==> config.mk <==
export PLATFORM = sky130hd
export DESIGN_NAME = sobel_edge_top
export DESIGN_NICKNAME = d
export VERILOG_FILES = /design/src/sobel_pkg.sv /design/src/pixel_sequencer.sv /design/src/line_delay.sv /design/src/sobel_window.sv /design/src/sobel_edge_top.sv
export SDC_FILE = /design/constraint.sdc
export NUM_CORES = 1
export LEC_CHECK = 0
export ABC_AREA = 1
export BUFFER_PORTS_ARGS = -buffer_cell sky130_fd_sc_hd__buf_2
export CORE_MARGIN = 10
export CORE_UTILIZATION = 35
export DETAILED_ROUTE_END_ITERATION = 8
export GPL_TIMING_DRIVEN = 1
export PLACE_DENSITY_LB_ADDON = 0.3
export SLEW_MARGIN = 30
export SYNTH_ARGS = -nofsm -noshare
export SYNTH_HDL_FRONTEND = slang
export SYNTH_SLANG_ARGS = --single-unit
export TNS_END_PERCENT = 100
==> constraint.sdc <==
create_clock -name sys_clk -period 3.65 [get_ports sys_clk]
set_clock_uncertainty 0.1 [all_clocks]
set_input_delay 0.365 -clock sys_clk [delete_from_list [all_inputs] [get_ports sys_clk]]
set_output_delay 0.365 -clock sys_clk [all_outputs]
set_load 0.02 [all_outputs]
==> src/sobel_pkg.sv <==
`default_nettype none

package sobel_pkg;

    // frame geometry, kept small for short simulations
    localparam int IMG_COLS = 16;
    localparam int IMG_ROWS = 8;
    localparam int WIN_ROWS = 3;  // kernel height

    typedef logic [7:0]                    pixel_t;  // one grayscale sample
    typedef logic [$clog2(IMG_COLS)-1:0]   col_t;    // column index
    typedef logic [$clog2(IMG_ROWS)-1:0]   row_t;    // row index
    typedef logic signed [10:0]            grad_t;   // +/- 1020
    typedef logic [10:0]                   mag_t;    // |gx| + |gy|, up to 2040

    // edge decision and output levels
    localparam mag_t   THRESHOLD = mag_t'(96);  // edge at or above this
    localparam pixel_t BLACK     = 8'h00;
    localparam pixel_t WHITE     = 8'hff;

    // one accepted pixel with its position in the frame
    typedef struct packed {
        logic   valid;
        pixel_t pixel;
        col_t   col;
        row_t   row;
    } pix_beat_t;

    // pixel one row earlier at the same column
    typedef struct packed {
        pixel_t pix;
    } row_tap_t;

endpackage

`default_nettype wire

==> src/pixel_sequencer.sv <==
`timescale 1ns/1ps
`default_nettype none

module pixel_sequencer import sobel_pkg::*; (
    input  wire logic   sys_clk,
    input  wire logic   sys_rst_n,
    input  wire logic   in_flag,
    input  wire pixel_t in_data,
    output pix_beat_t   beat
);

    col_t col_cnt;  // column of the next pixel
    row_t row_cnt;  // row of the next pixel
    logic col_last;

    assign col_last = (col_cnt == col_t'(IMG_COLS - 1));

    // column counter, wraps at end of line
    always_ff @(posedge sys_clk or negedge sys_rst_n) begin
        if (!sys_rst_n) begin
            col_cnt <= '0;
        end else if (in_flag) begin
            if (col_last) begin
                col_cnt <= '0;
            end else begin
                col_cnt <= col_cnt + 1'b1;
            end
        end
    end

    // row counter steps when the column wraps
    always_ff @(posedge sys_clk or negedge sys_rst_n) begin
        if (!sys_rst_n) begin
            row_cnt <= '0;
        end else if (in_flag && col_last) begin
            if (row_cnt == row_t'(IMG_ROWS - 1)) begin
                row_cnt <= '0;  // new frame
            end else begin
                row_cnt <= row_cnt + 1'b1;
            end
        end
    end

    // pixel goes out with the position it was received at
    always_ff @(posedge sys_clk or negedge sys_rst_n) begin
        if (!sys_rst_n) begin
            beat <= '0;
        end else begin
            beat.valid <= in_flag;  // one cycle only
            if (in_flag) begin
                beat.pixel <= in_data;
                beat.col   <= col_cnt;
                beat.row   <= row_cnt;
            end
        end
    end

endmodule

`default_nettype wire

==> src/line_delay.sv <==
`timescale 1ns/1ps
`default_nettype none

module line_delay import sobel_pkg::*; (
    input  wire logic   sys_clk,
    input  wire logic   sys_rst_n,
    input  wire logic   push,
    input  wire col_t   col,
    input  wire pixel_t din,
    output row_tap_t    tap
);

    // one full row of pixels, addressed by column
    pixel_t mem [IMG_COLS];

    // read before write: the old entry is the pixel one row up
    assign tap.pix = mem[col];

    always_ff @(posedge sys_clk or negedge sys_rst_n) begin
        if (!sys_rst_n) begin
            for (int i = 0; i < IMG_COLS; i++) begin
                mem[i] <= '0;
            end
        end else if (push) begin
            mem[col] <= din;  // overwrite with the current row
        end
    end

endmodule

`default_nettype wire

==> src/sobel_window.sv <==
`timescale 1ns/1ps
`default_nettype none

module sobel_window import sobel_pkg::*; (
    input  wire logic      sys_clk,
    input  wire logic      sys_rst_n,
    input  wire pix_beat_t beat,
    input  wire row_tap_t  tap_prev,
    input  wire row_tap_t  tap_prev2,
    output logic           out_flag,
    output pixel_t         out_data
);

    // 3x3 window, right column is the newest
    pixel_t top_l, top_c, top_r;
    pixel_t mid_l, mid_c, mid_r;
    pixel_t bot_l, bot_c, bot_r;

    logic  win_ready;   // window complete, stage 1
    logic  grad_valid;  // gx and gy loaded, stage 2
    grad_t gx;
    grad_t gy;
    mag_t  mag;

    // 1-2-1 weighted sum of three pixels
    function automatic grad_t wsum(pixel_t a, pixel_t b, pixel_t c);
        return grad_t'({3'b000, a}) + grad_t'({2'b00, b, 1'b0}) + grad_t'({3'b000, c});
    endfunction

    function automatic mag_t abs_grad(grad_t g);
        return g[10] ? mag_t'(-g) : mag_t'(g);
    endfunction

    // shift in a new column on every accepted pixel
    always_ff @(posedge sys_clk or negedge sys_rst_n) begin
        if (!sys_rst_n) begin
            top_l <= '0;
            top_c <= '0;
            top_r <= '0;
            mid_l <= '0;
            mid_c <= '0;
            mid_r <= '0;
            bot_l <= '0;
            bot_c <= '0;
            bot_r <= '0;
        end else if (beat.valid) begin
            top_l <= top_c;
            top_c <= top_r;
            top_r <= tap_prev2.pix;  // two rows up
            mid_l <= mid_c;
            mid_c <= mid_r;
            mid_r <= tap_prev.pix;
            bot_l <= bot_c;
            bot_c <= bot_r;
            bot_r <= beat.pixel;     // current row
        end
    end

    // border pixels never produce a result
    always_ff @(posedge sys_clk or negedge sys_rst_n) begin
        if (!sys_rst_n) begin
            win_ready <= 1'b0;
        end else begin
            win_ready <= beat.valid && (beat.col >= col_t'(2)) && (beat.row >= row_t'(2));
        end
    end

    // gradients
    always_ff @(posedge sys_clk or negedge sys_rst_n) begin
        if (!sys_rst_n) begin
            grad_valid <= 1'b0;
            gx         <= '0;
            gy         <= '0;
        end else begin
            grad_valid <= win_ready;
            if (win_ready) begin
                gx <= wsum(top_r, mid_r, bot_r) - wsum(top_l, mid_l, bot_l);
                gy <= wsum(top_l, top_c, top_r) - wsum(bot_l, bot_c, bot_r);
            end
        end
    end

    assign mag = abs_grad(gx) + abs_grad(gy);

    // threshold and output register
    always_ff @(posedge sys_clk or negedge sys_rst_n) begin
        if (!sys_rst_n) begin
            out_flag <= 1'b0;
            out_data <= '0;
        end else begin
            out_flag <= grad_valid;
            if (grad_valid) begin
                out_data <= (mag >= THRESHOLD) ? BLACK : WHITE;
            end
        end
    end

endmodule

`default_nettype wire

==> src/sobel_edge_top.sv <==
`timescale 1ns/1ps
`default_nettype none

module sobel_edge_top import sobel_pkg::*; (
    input  wire logic   sys_clk,
    input  wire logic   sys_rst_n,
    input  wire logic   in_flag,
    input  wire pixel_t in_data,
    output logic        out_flag,
    output pixel_t      out_data
);

    wire pix_beat_t beat;
    wire row_tap_t  taps     [WIN_ROWS-1];  // 0 is previous row, 1 is two rows up
    wire pixel_t    line_din [WIN_ROWS-1];

    pixel_sequencer u_pixel_sequencer (
        .sys_clk   (sys_clk),
        .sys_rst_n (sys_rst_n),
        .in_flag   (in_flag),
        .in_data   (in_data),
        .beat      (beat)
    );

    // row history, each delay feeds the next
    for (genvar i = 0; i < WIN_ROWS - 1; i++) begin : g_line
        if (i == 0) begin : g_first
            assign line_din[i] = beat.pixel;
        end else begin : g_chain
            assign line_din[i] = taps[i-1].pix;
        end

        line_delay u_line_delay (
            .sys_clk   (sys_clk),
            .sys_rst_n (sys_rst_n),
            .push      (beat.valid),
            .col       (beat.col),
            .din       (line_din[i]),
            .tap       (taps[i])
        );
    end

    sobel_window u_sobel_window (
        .sys_clk   (sys_clk),
        .sys_rst_n (sys_rst_n),
        .beat      (beat),
        .tap_prev  (taps[0]),
        .tap_prev2 (taps[1]),
        .out_flag  (out_flag),
        .out_data  (out_data)
    );

endmodule

`default_nettype wire

==> results of run 1 <==
[kinds of logic after synthesis]
group                    count (synthesis)
XOR/XNOR                                46
buffers and inverters                  304
flip-flops                             376
AND/OR/NAND/NOR                        854
AO/OA/AOI/OAI                          555
adder cells (fa/ha/maj)                108
multiplexers                             3
[path summary, 6_finish.rpt]
kind	startpoint	to	cells past startpoint
min	in_flag	u_pixel_sequencer.beat[15]	1
max in group asynchronous	sys_rst_n	g_line[1].u_line_delay.mem[127]	3
max reg2reg	u_sobel_window.top_l[1]	u_sobel_window.gy[10]	19
min in group asynchronous	sys_rst_n	u_sobel_window.gy[9]	2
min reg2reg	u_sobel_window.grad_valid	u_sobel_window.out_flag	0
max	u_sobel_window.top_l[1]	u_sobel_window.gy[10]	19
[final cells by class]
cell class / instances / area, um2 / area share
Sequential cell: 376 / 9410 / 0.409
Multi-Input combinational cell: 1566 / 9200 / 0.399
Timing Repair Buffer: 177 / 1410 / 0.0610
Clock buffer: 60 / 1270 / 0.0552
Tap cell: 704 / 881 / 0.0383
Inverter: 180 / 681 / 0.0296
Clock inverter: 17 / 181 / 0.00788
[flip-flops by register name, summed over array words and instances, names as in the netlist, 3 cells and up]
name                       cells
g_line.u_line_delay.mem      256
u_pixel_sequencer.beat        15
u_sobel_window.gx             11
u_sobel_window.gy             11
u_sobel_window.bot_c           8
u_sobel_window.bot_l           8
u_sobel_window.bot_r           8
u_sobel_window.mid_c           8
u_sobel_window.mid_l           8
u_sobel_window.mid_r           8
u_sobel_window.top_c           8
u_sobel_window.top_l           8
u_sobel_window.top_r           8
u_pixel_sequencer.col_cnt      4
u_pixel_sequencer.row_cnt      3
[stage by stage]
step                hold WS (ns)  setup WS, ns
floorplan                -0.0306      -0.00764
global placement           0.320        -0.249
detailed placement         0.315        -0.296
CTS                       0.0524        -0.101
global route              0.0947        -0.328
finish                    0.0835        -0.137
[metal layers]
layer | vias to the layer above | track usage | routed length, um
li1 | 7576 | - | -
met4 | 0 | 0.0515 | 1370
met2 | 313 | 0.276 | 25100
met5 | - | 0 | 0
met3 | 86 | 0.0199 | 2240
met1 | 7623 | 0.214 | 23400
[worst max-delay path: stages (launching register included)]
cell and delay [ns]:
sky130_fd_sc_hd__dfrtp_1 0.39, sky130_fd_sc_hd__ha_2 0.20, sky130_fd_sc_hd__inv_2 0.04, sky130_fd_sc_hd__fa_2 0.39, sky130_fd_sc_hd__o21ai_2 0.14, sky130_fd_sc_hd__a21o_1 0.15, sky130_fd_sc_hd__nand2_2 0.06, sky130_fd_sc_hd__nand2_2 0.09
sky130_fd_sc_hd__xor2_2 0.08, sky130_fd_sc_hd__fa_1 0.52, sky130_fd_sc_hd__inv_2 0.04, sky130_fd_sc_hd__fa_1 0.50, sky130_fd_sc_hd__ha_4 0.33, sky130_fd_sc_hd__nand2_4 0.06, sky130_fd_sc_hd__nor3_4 0.23, sky130_fd_sc_hd__nand3_2 0.12
sky130_fd_sc_hd__nand3_2 0.09, sky130_fd_sc_hd__nand2_2 0.05, sky130_fd_sc_hd__nand3_2 0.05, sky130_fd_sc_hd__o21ai_2 0.05
[cells in the mapped netlist (5+ instances only)]
cell type / count / area (um2)
sky130_fd_sc_hd__nand2_1: 526 / 1970
sky130_fd_sc_hd__dfrtp_1: 376 / 9410
sky130_fd_sc_hd__nor2_1: 225 / 845
sky130_fd_sc_hd__o21ai_0: 213 / 1070
sky130_fd_sc_hd__a21oi_1: 200 / 1000
sky130_fd_sc_hd__inv_1: 174 / 653
sky130_fd_sc_hd__a22oi_1: 112 / 841
sky130_fd_sc_hd__ha_1: 71 / 888
sky130_fd_sc_hd__clkbuf_1: 50 / 188
sky130_fd_sc_hd__nand3_1: 46 / 230
sky130_fd_sc_hd__buf_2: 42 / 210
sky130_fd_sc_hd__xor2_1: 39 / 342
sky130_fd_sc_hd__fa_1: 37 / 741
sky130_fd_sc_hd__buf_4: 26 / 195
sky130_fd_sc_hd__nand4_1: 19 / 119
sky130_fd_sc_hd__nor2_2: 16 / 100
sky130_fd_sc_hd__nor3_1: 11 / 55.1
sky130_fd_sc_hd__a22o_1: 8 / 70.1
sky130_fd_sc_hd__a31oi_1: 7 / 43.8
sky130_fd_sc_hd__xnor2_1: 7 / 61.3
sky130_fd_sc_hd__inv_2: 6 / 22.5
sky130_fd_sc_hd__or2_2: 5 / 31.3
[what timing repair did]
| action | 4_1_cts | 5_1_grt |
|---|---|---|
| endpoints found under the hold margin | 80 | 0 |
| endpoints found under the setup margin | 12 | 14 |
| resized for setup | 59 | 64 |
| setup buffers | 7 | 8 |
| hold buffers | 9 | 0 |
| pin swaps | 27 | 42 |
==> metrics, run 1 <==
Detailed Place HPWL=~35000 um; placed insts=a little under 3000; number of synthesized flops with an enable pin=0; number of max-cap violations=0; WL/cell=around 17 um; FILL cells=5429; via count of the first global-routing pass=between 15000 and 20000; CP arrival=roughly 4.2 ns; share of synthesized area spent on multiplexers=0.00175; top achievable clock speed=~260 MHz; Die Area=around 65000 um2; residual DRC count=0; simple-gate share of the synthesized area=0.177; global-route total usage across every layer=0.163; row count=86; Post-Synth Adder-Cell Area=0.0842; maximum count of clock buffers along a single path=3; tightest slew margin relative to the limit=0.345; Post-Syn Instances=2246; starting density of the core=0.352; number of hold-slack violations in the final timing report=0; top flip-flop cell by instance count after synthesis=sky130_fd_sc_hd__dfrtp_1; result of the run=complete, but fails checks; Post-layout nets=between 2000 and 2500; number of synthesis warnings=0; routability congestion estimate from global placement=roughly 0.85; # port buffers=19; clock root buffer master=sky130_fd_sc_hd__clkbuf_16; Die Y-Extent=around 260 um; Sink Count=376; Total Neg Setup Slack=-0.537 ns; number of register bits inferred by synthesis=376; CP endpoint kind=flip-flop; number of top-level pins=20; most frequent cells in the layout=sky130_fd_sc_hd__nand2_1 (510), sky130_fd_sc_hd__dfrtp_1 (375), sky130_fd_sc_hd__nor2_1 (216); depth of the CTS H-tree=2; placeable core region=about 55000 um2; Vias per Instance=5.06; first-pass GRT wire length=between 80000 and 90000 um; pin count of the biggest net entering global routing=78; via count=15598; worst slew pin tran=a little under 1 ns; clock latency at the later pin of the worst-skew pair=about 0.60 ns; number of antenna violations at the first check in global routing=0; Avg Inst Size Synth=approximately 8.6 um2; sequential-to-total area share from yosys stat=0.487; Final Cycle Share=1.04; combinational family with the most area after synthesis=simple AND/OR/NAND/NOR gates; Hold Path Class=in2reg; antenna diode instance count=0; Die Wd=255 um; RSZ-0062 raised after global routing=yes; synthesized-area fraction occupied by ao, oa, aoi and oai cells=0.162; Post-Synth XOR/XNOR Area=0.0208; post-route insts no fill=roughly 3100; most common cell after layout, fill and taps aside=sky130_fd_sc_hd__nand2_1; clock-pin transition on the worst setup and hold timing paths=0.06 ns; Worst Setup Start Kind=flip-flop; Pre-Repair DR Iteration Count=5; share of final-layout standard cells stronger than drive strength 1=0.160; Final Worst Setup Slack=-0.137 ns; number of distinct standard cells referenced by the synthesized netlist=36; failing checks=setup timing; Synth Cell Area=around 19000 um2; Syn-to-layout area delta=19.1%; clock tree from TritonCTS=yes; Mapped Nets=~2400; minimum period implied by the final worst setup slack=3.79 ns; critical setup path kind=reg2reg; share of async-settable or async-resettable flops after synthesis=1.00; maximum fanout along the worst path=3; critical path required time=about 4 ns; GRT overflow=0; cell area reported after detailed placement=between 20000 and 25000 um2; CTS buffer count=42; # setup viols final=9; worst-case register-to-register setup slack=-0.14 ns; detailed router's first-iteration violation count=997; Max Slew Vio Count=0; post-layout util=0.420; ANT nets after route=0; DRT Wirelength=roughly 52000 um; Final Cell Area=~23000 um2
Power of run 1 is not shown: default switching activity piles up to over one toggle a cycle in this logic, so the estimate is an artifact.
==> inputs of run 2 (changes only) <==
--- a/config.mk
+++ b/config.mk
@@ -7,10 +7,10 @@
 export LEC_CHECK = 0
 export ABC_AREA = 1
 export BUFFER_PORTS_ARGS = -buffer_cell sky130_fd_sc_hd__buf_2
+export CORE_ASPECT_RATIO = 1.75
 export CORE_MARGIN = 10
 export CORE_UTILIZATION = 35
 export DETAILED_ROUTE_END_ITERATION = 8
-export GPL_TIMING_DRIVEN = 1
 export PLACE_DENSITY_LB_ADDON = 0.3
 export SLEW_MARGIN = 30
 export SYNTH_ARGS = -nofsm -noshare
==> metrics, run 2 (same netlist as run 1, synthesis figures left out) <==
delay of the slowest critical-path stage=0.50 ns (-0.02 ns); starting density of the core=0.351 (-0.00115); post-layout util=0.413 (-0.00633); routability congestion estimate from global placement=0.894 (+5.5%); Die Wd=198 um (-22%); number of max-cap violations=0 (unchanged); ANT nets after route=0 (unchanged); Sink Count=376 (unchanged); tightest slew margin relative to the limit=0.407 (+0.0618); residual DRC count=0 (unchanged); Final Hold Slack=0.0262 ns (-0.0573 ns); Die Area=65400 um2 (+0.57%); WL/cell=18.4 um (+8.7%); CP endpoint kind=flip-flop; most common cell after layout, fill and taps aside=sky130_fd_sc_hd__nand2_1; row count=114 (+33%); Vias per Instance=5.10 (+0.64%); number of top-level pins=20 (unchanged); combined area of the multi-input logic cells=9250 um2 (+0.63%); via count=15565 (-0.21%); Detailed Place HPWL=38200 um (+10%); flip-flop count of the largest register after layout=256 (unchanged); leading registers by flop count=g_line.u_line_delay.mem x256, u_pixel_sequencer.beat x15; GRT overflow=0 (unchanged); Final Worst Setup Slack=-0.0953 ns (+0.0416 ns); share of final-layout standard cells stronger than drive strength 1=0.155 (-0.00472); first-pass GRT wire length=88100 um (+3.9%); most frequent cells in the layout=sky130_fd_sc_hd__nand2_1 (510), sky130_fd_sc_hd__dfrtp_1 (375), sky130_fd_sc_hd__nor2_1 (215); pin count of the biggest net entering global routing=97 (+24%); RSZ-0062 raised after global routing=yes; via count of the first global-routing pass=15954 (+1.4%); Final Cycle Share=1.03 (-0.0114); crit-path cells=buf_6 > ha_4 > a21oi_4 > nand2_2 > a21o_1 > a21oi_2 > xor2_1 > fa_1 > fa_1 > ha_4 > nand2_4 > nor3_4 > nand4_1 > nand3_1 > nand2_1 > nand3_1 > o21ai_1; placeable core region=55100 um2 (+0.33%); critical setup path kind=reg2reg; DRT Wirelength=56200 um (+7.8%); register ranked first by flip-flop count=g_line.u_line_delay.mem; clock tree from TritonCTS=yes; result of the run=complete, but fails checks; minimum period implied by the final worst setup slack=3.75 ns (-0.0416 ns); Die Y-Extent=331 um (+30%); critical path required time=3.97 ns (-0.05 ns); depth of the CTS H-tree=2 (unchanged); CTS buffer count=37 (-12%); failing checks=setup timing; maximum count of clock buffers along a single path=3 (unchanged); clock root buffer master=sky130_fd_sc_hd__clkbuf_16; Max Slew Vio Count=0 (unchanged); Pre-Repair DR Iteration Count=5 (unchanged); worst slew pin tran=0.889 ns (-0.0926 ns); number of antenna violations at the first check in global routing=0 (unchanged); number of hold-slack violations in the final timing report=0 (unchanged); FILL cells=5400 (-0.53%); Syn-to-layout area delta=17.6%; top achievable clock speed=267 MHz (+1.1%); clock-pin transition on the worst setup and hold timing paths=0.07 ns (about the same); CP max stage cell=sky130_fd_sc_hd__fa_1; post-route insts no fill=3054 (-0.84%); placed insts=2975 (-0.13%); Worst Setup Start Kind=flip-flop; clock latency at the later pin of the worst-skew pair=0.53 ns (-0.07 ns); CP arrival=4.06 ns (-0.09 ns); # setup viols final=5 (-4); # port buffers=19 (unchanged); Hold Path Class=in2reg; detailed router's first-iteration violation count=1009 (+1.2%); Post-layout nets=2454 (-0.32%); total area of sequential cells=9410 um2 (unchanged); antenna diode instance count=0 (unchanged); global-route total usage across every layer=0.172 (+0.00961); maximum fanout along the worst path=4 (+1)
run 2: changes by cell type in the layout (fill, tap and decap cells not counted), moves of 2 or more:
| cell | previous run | this run |
|---|---|---|
| sky130_fd_sc_hd__clkbuf_16 | 43 | 37 |
| sky130_fd_sc_hd__a31oi_1 | 6 | 4 |
| sky130_fd_sc_hd__dlygate4sd3_1 | 9 | 6 |
| sky130_fd_sc_hd__o21ai_4 | 1 | 3 |
| sky130_fd_sc_hd__ha_4 | 15 | 17 |
| sky130_fd_sc_hd__buf_4 | 141 | 138 |
| sky130_fd_sc_hd__clkbuf_8 | 13 | 6 |
| sky130_fd_sc_hd__inv_2 | 16 | 18 |
| sky130_fd_sc_hd__o21ai_0 | 194 | 192 |
| sky130_fd_sc_hd__clkbuf_1 | 4 | 9 |
| sky130_fd_sc_hd__clkinv_2 | 11 | 5 |
| sky130_fd_sc_hd__buf_6 | 1 | 4 |
run 2: timing repair:
item | 4_1_cts | 5_1_grt
buffers inserted | 7 | 4
endpoints found under the hold margin | 94 | 0
hold buffers | 6 | 0
setup endpoints to repair | 14 | 14
pin swaps | 54 | 42
gates resized for setup | 87 | 50
run 2: worst paths after layout:
| path | start | cells after the start | slack, ns | end |
|---|---|---|---|---|
| max | u_sobel_window.top_l[3] | 17 | -0.1 | u_sobel_window.gy[9] |
| min in group asynchronous | sys_rst_n | 2 | 0.31 | g_line[1].u_line_delay.mem[0] |
| max in group asynchronous | sys_rst_n | 3 | 2.14 | g_line[0].u_line_delay.mem[38] |
| max reg2reg | u_sobel_window.top_l[3] | 17 | -0.1 | u_sobel_window.gy[9] |
| min reg2reg | u_sobel_window.grad_valid | 0 | 0.33 | u_sobel_window.out_flag |
| min | in_data[6] | 3 | 0.03 | u_pixel_sequencer.beat[13] |
run 2: worst max-delay path, delay by kind of cell, from the launching register on:
| kind | cells | cell delay, ns |
|---|---|---|
| fa+ha+maj | 4 | 1.52 |
| xor+xnor | 1 | 0.20 |
| compound gates | 4 | 0.52 |
| simple gates | 7 | 0.72 |
| flops | 1 | 0.43 |
| buf+inv | 1 | 0.14 |
run 2: area by class of cell:
type	instances	area share
Multi-Input combinational cell	1566	0.407
Tap cell	696	0.0383
Clock buffer	52	0.0458
Timing Repair Buffer	174	0.0609
Clock inverter	10	0.00484
Inverter	180	0.0298
Sequential cell	376	0.414
run 2: through the flow:
step | worst slack, ns | TNS, ns | cell area, um2
after global routing | -0.285 | -1.93 | 22800
after CTS | -0.132 | -0.558 | 22500
after floorplan | -0.00764 | -0.00764 | 19400
final | -0.0953 | -0.326 | 22800
after global placement | -0.367 | -3.35 | 20900
after detailed placement | -0.362 | -3.52 | 20900
run 2: routing by layer:
metal	vias to the layer above	global-route usage	wire (um)
li1	7552	-	-
met1	7543	0.179	20400
met2	336	0.332	30800
met3	134	0.0168	1890
met4	0	0.0917	3090
met5	-	0	0
Power of run 2 is left out for the same reason.
==> inputs of run 3 (changes only) <==
--- a/config.mk
+++ b/config.mk
@@ -10,8 +10,9 @@
 export CORE_ASPECT_RATIO = 1.75
 export CORE_MARGIN = 10
 export CORE_UTILIZATION = 35
+export CTS_BUF_LIST = sky130_fd_sc_hd__clkbuf_4
 export DETAILED_ROUTE_END_ITERATION = 8
-export PLACE_DENSITY_LB_ADDON = 0.3
+export PLACE_DENSITY = 0.6
 export SLEW_MARGIN = 30
 export SYNTH_ARGS = -nofsm -noshare
 export SYNTH_HDL_FRONTEND = slang
==> metrics, run 3 (same netlist as run 1, synthesis figures left out) <==
WL/cell=18.2 um (-1.2%); Max Slew Vio Count=0 (unchanged); first-pass GRT wire length=90300 um (+2.6%); Sink Count=376 (unchanged); Detailed Place HPWL=40300 um (+5.6%); Hold Path Class=in2async; CP arrival=4.48 ns (+0.42 ns); top achievable clock speed=259 MHz (-3.0%); register ranked first by flip-flop count=g_line.u_line_delay.mem; result of the run=complete, but fails checks; maximum count of clock buffers along a single path=3 (unchanged); clock-pin transition on the worst setup and hold timing paths=0.07 ns (about the same); routability congestion estimate from global placement=0.930 (+4.1%); Die Wd=198 um (unchanged); number of max-cap violations=0 (unchanged); Pre-Repair DR Iteration Count=7 (+2); clock tree from TritonCTS=yes; pin count of the biggest net entering global routing=104 (+7.2%); clock latency at the later pin of the worst-skew pair=0.84 ns (+0.31 ns); flip-flop count of the largest register after layout=256 (unchanged); most frequent cells in the layout=sky130_fd_sc_hd__nand2_1 (513), sky130_fd_sc_hd__dfrtp_1 (375), sky130_fd_sc_hd__nor2_1 (214); Final Hold Slack=0.0743 ns (+0.0481 ns); global-route total usage across every layer=0.179 (+0.00616); residual DRC count=0 (unchanged); ANT nets after route=0 (unchanged); depth of the CTS H-tree=3 (+1); Final Worst Setup Slack=-0.210 ns (-0.115 ns); # port buffers=19 (unchanged); Final Cycle Share=1.06 (+0.0314); Die Area=65400 um2 (unchanged); CTS buffer count=89 (+140%); GRT overflow=0 (unchanged); Setup crit start=u_sobel_window.top_l[3]; CP endpoint kind=flip-flop; critical path required time=4.27 ns (+0.30 ns); minimum period implied by the final worst setup slack=3.86 ns (+0.115 ns); number of top-level pins=20 (unchanged); critical setup path kind=reg2reg; row count=114 (unchanged); DRT Wirelength=57900 um (+3.1%); maximum fanout along the worst path=4 (unchanged); Syn-to-layout area delta=19.5%; detailed router's first-iteration violation count=925 (-8.3%); # setup viols final=9 (+4); clock root buffer master=sky130_fd_sc_hd__clkbuf_4; worst slew pin tran=0.956 ns (+0.0664 ns); number of antenna violations at the first check in global routing=2 (+2); via count of the first global-routing pass=16637 (+4.3%); Vias per Instance=5.10 (about the same); Total Neg Setup Slack=-1.05 ns (-0.722 ns); tightest slew margin relative to the limit=0.361 (-0.0458); most common cell after layout, fill and taps aside=sky130_fd_sc_hd__nand2_1; share of final-layout standard cells stronger than drive strength 1=0.185 (+0.0297); Worst Setup Start Kind=flip-flop; RSZ-0062 raised after global routing=yes; Die Y-Extent=331 um (unchanged); worst reg2reg startpoint=u_sobel_window.top_l[3]; starting density of the core=0.351 (unchanged); number of hold-slack violations in the final timing report=0 (unchanged); Post-layout nets=2547 (+3.8%); worst-case register-to-register setup slack=-0.21 ns (-0.11 ns); leading registers by flop count=g_line.u_line_delay.mem x256, u_pixel_sequencer.beat x15; failing checks=setup timing; placeable core region=55100 um2 (unchanged); via count=16254 (+4.4%)
## run 3: worst max-delay path: stages (launching register included)
cell	delay, ns
sky130_fd_sc_hd__dfrtp_1	0.41
sky130_fd_sc_hd__buf_4	0.17
sky130_fd_sc_hd__ha_4	0.22
sky130_fd_sc_hd__a21oi_1	0.14
sky130_fd_sc_hd__nand2_1	0.09
sky130_fd_sc_hd__a21o_1	0.17
sky130_fd_sc_hd__a21oi_2	0.14
sky130_fd_sc_hd__xor2_1	0.21
sky130_fd_sc_hd__fa_1	0.48
sky130_fd_sc_hd__fa_1	0.54
sky130_fd_sc_hd__ha_4	0.32
sky130_fd_sc_hd__nand2_4	0.06
sky130_fd_sc_hd__buf_4	0.13
sky130_fd_sc_hd__buf_6	0.11
sky130_fd_sc_hd__nor2_2	0.09
sky130_fd_sc_hd__nand2_1	0.09
sky130_fd_sc_hd__nand2_1	0.08
sky130_fd_sc_hd__nand2_1	0.06
sky130_fd_sc_hd__nand3_2	0.05
sky130_fd_sc_hd__o21ai_1	0.06
## run 3: layout make-up
type                    count  area (um2)
clock buffers             125         938
inverters                 180         686
diodes                      4        10.0
clock inverters            25         164
well taps                 696         871
multi-input cells        1566        9270
repair buffers            215        1770
flip-flops and latches    376        9410
fillers                  5497       31900
## run 3: timing repair
item,CTS,global route
buffers inserted,6,7
pin swaps,37,36
gates cloned,0,0
gates resized for setup,75,54
endpoints found under the hold margin,116,0
hold buffers,26,0
endpoints found under the setup margin,13,14
## run 3: through the flow
stage	area (um2)	std cells	setup slack, ns	util
2_1_floorplan	19400	2246	-0.00764	-
3_3_place_gp	21100	2998	-0.307	0.383
3_5_place_dp	21100	2998	-0.321	0.383
4_1_cts	22800	3179	-0.148	0.414
5_1_grt	23100	3185	-0.396	0.420
6_report	23100	3187	-0.210	0.420
## run 3: final timing paths
kind	to	depth (start not counted)
setup / recovery	u_sobel_window.gy[7]	19
min in group sys_clk	u_sobel_window.out_flag	0
max in group asynchronous	u_pixel_sequencer.beat[15]	3
setup reg to reg	u_sobel_window.gy[7]	19
hold / removal	g_line[1].u_line_delay.mem[112]	2
hold reg to reg	u_sobel_window.out_flag	0
## run 3: metal layers
metal / wire, um / track usage
met1: 20300 / 0.174
met2: 32200 / 0.344
met3: 2020 / 0.0265
met4: 3460 / 0.111
met5: 0 / 0
Power of run 3 is left out for the same reason.
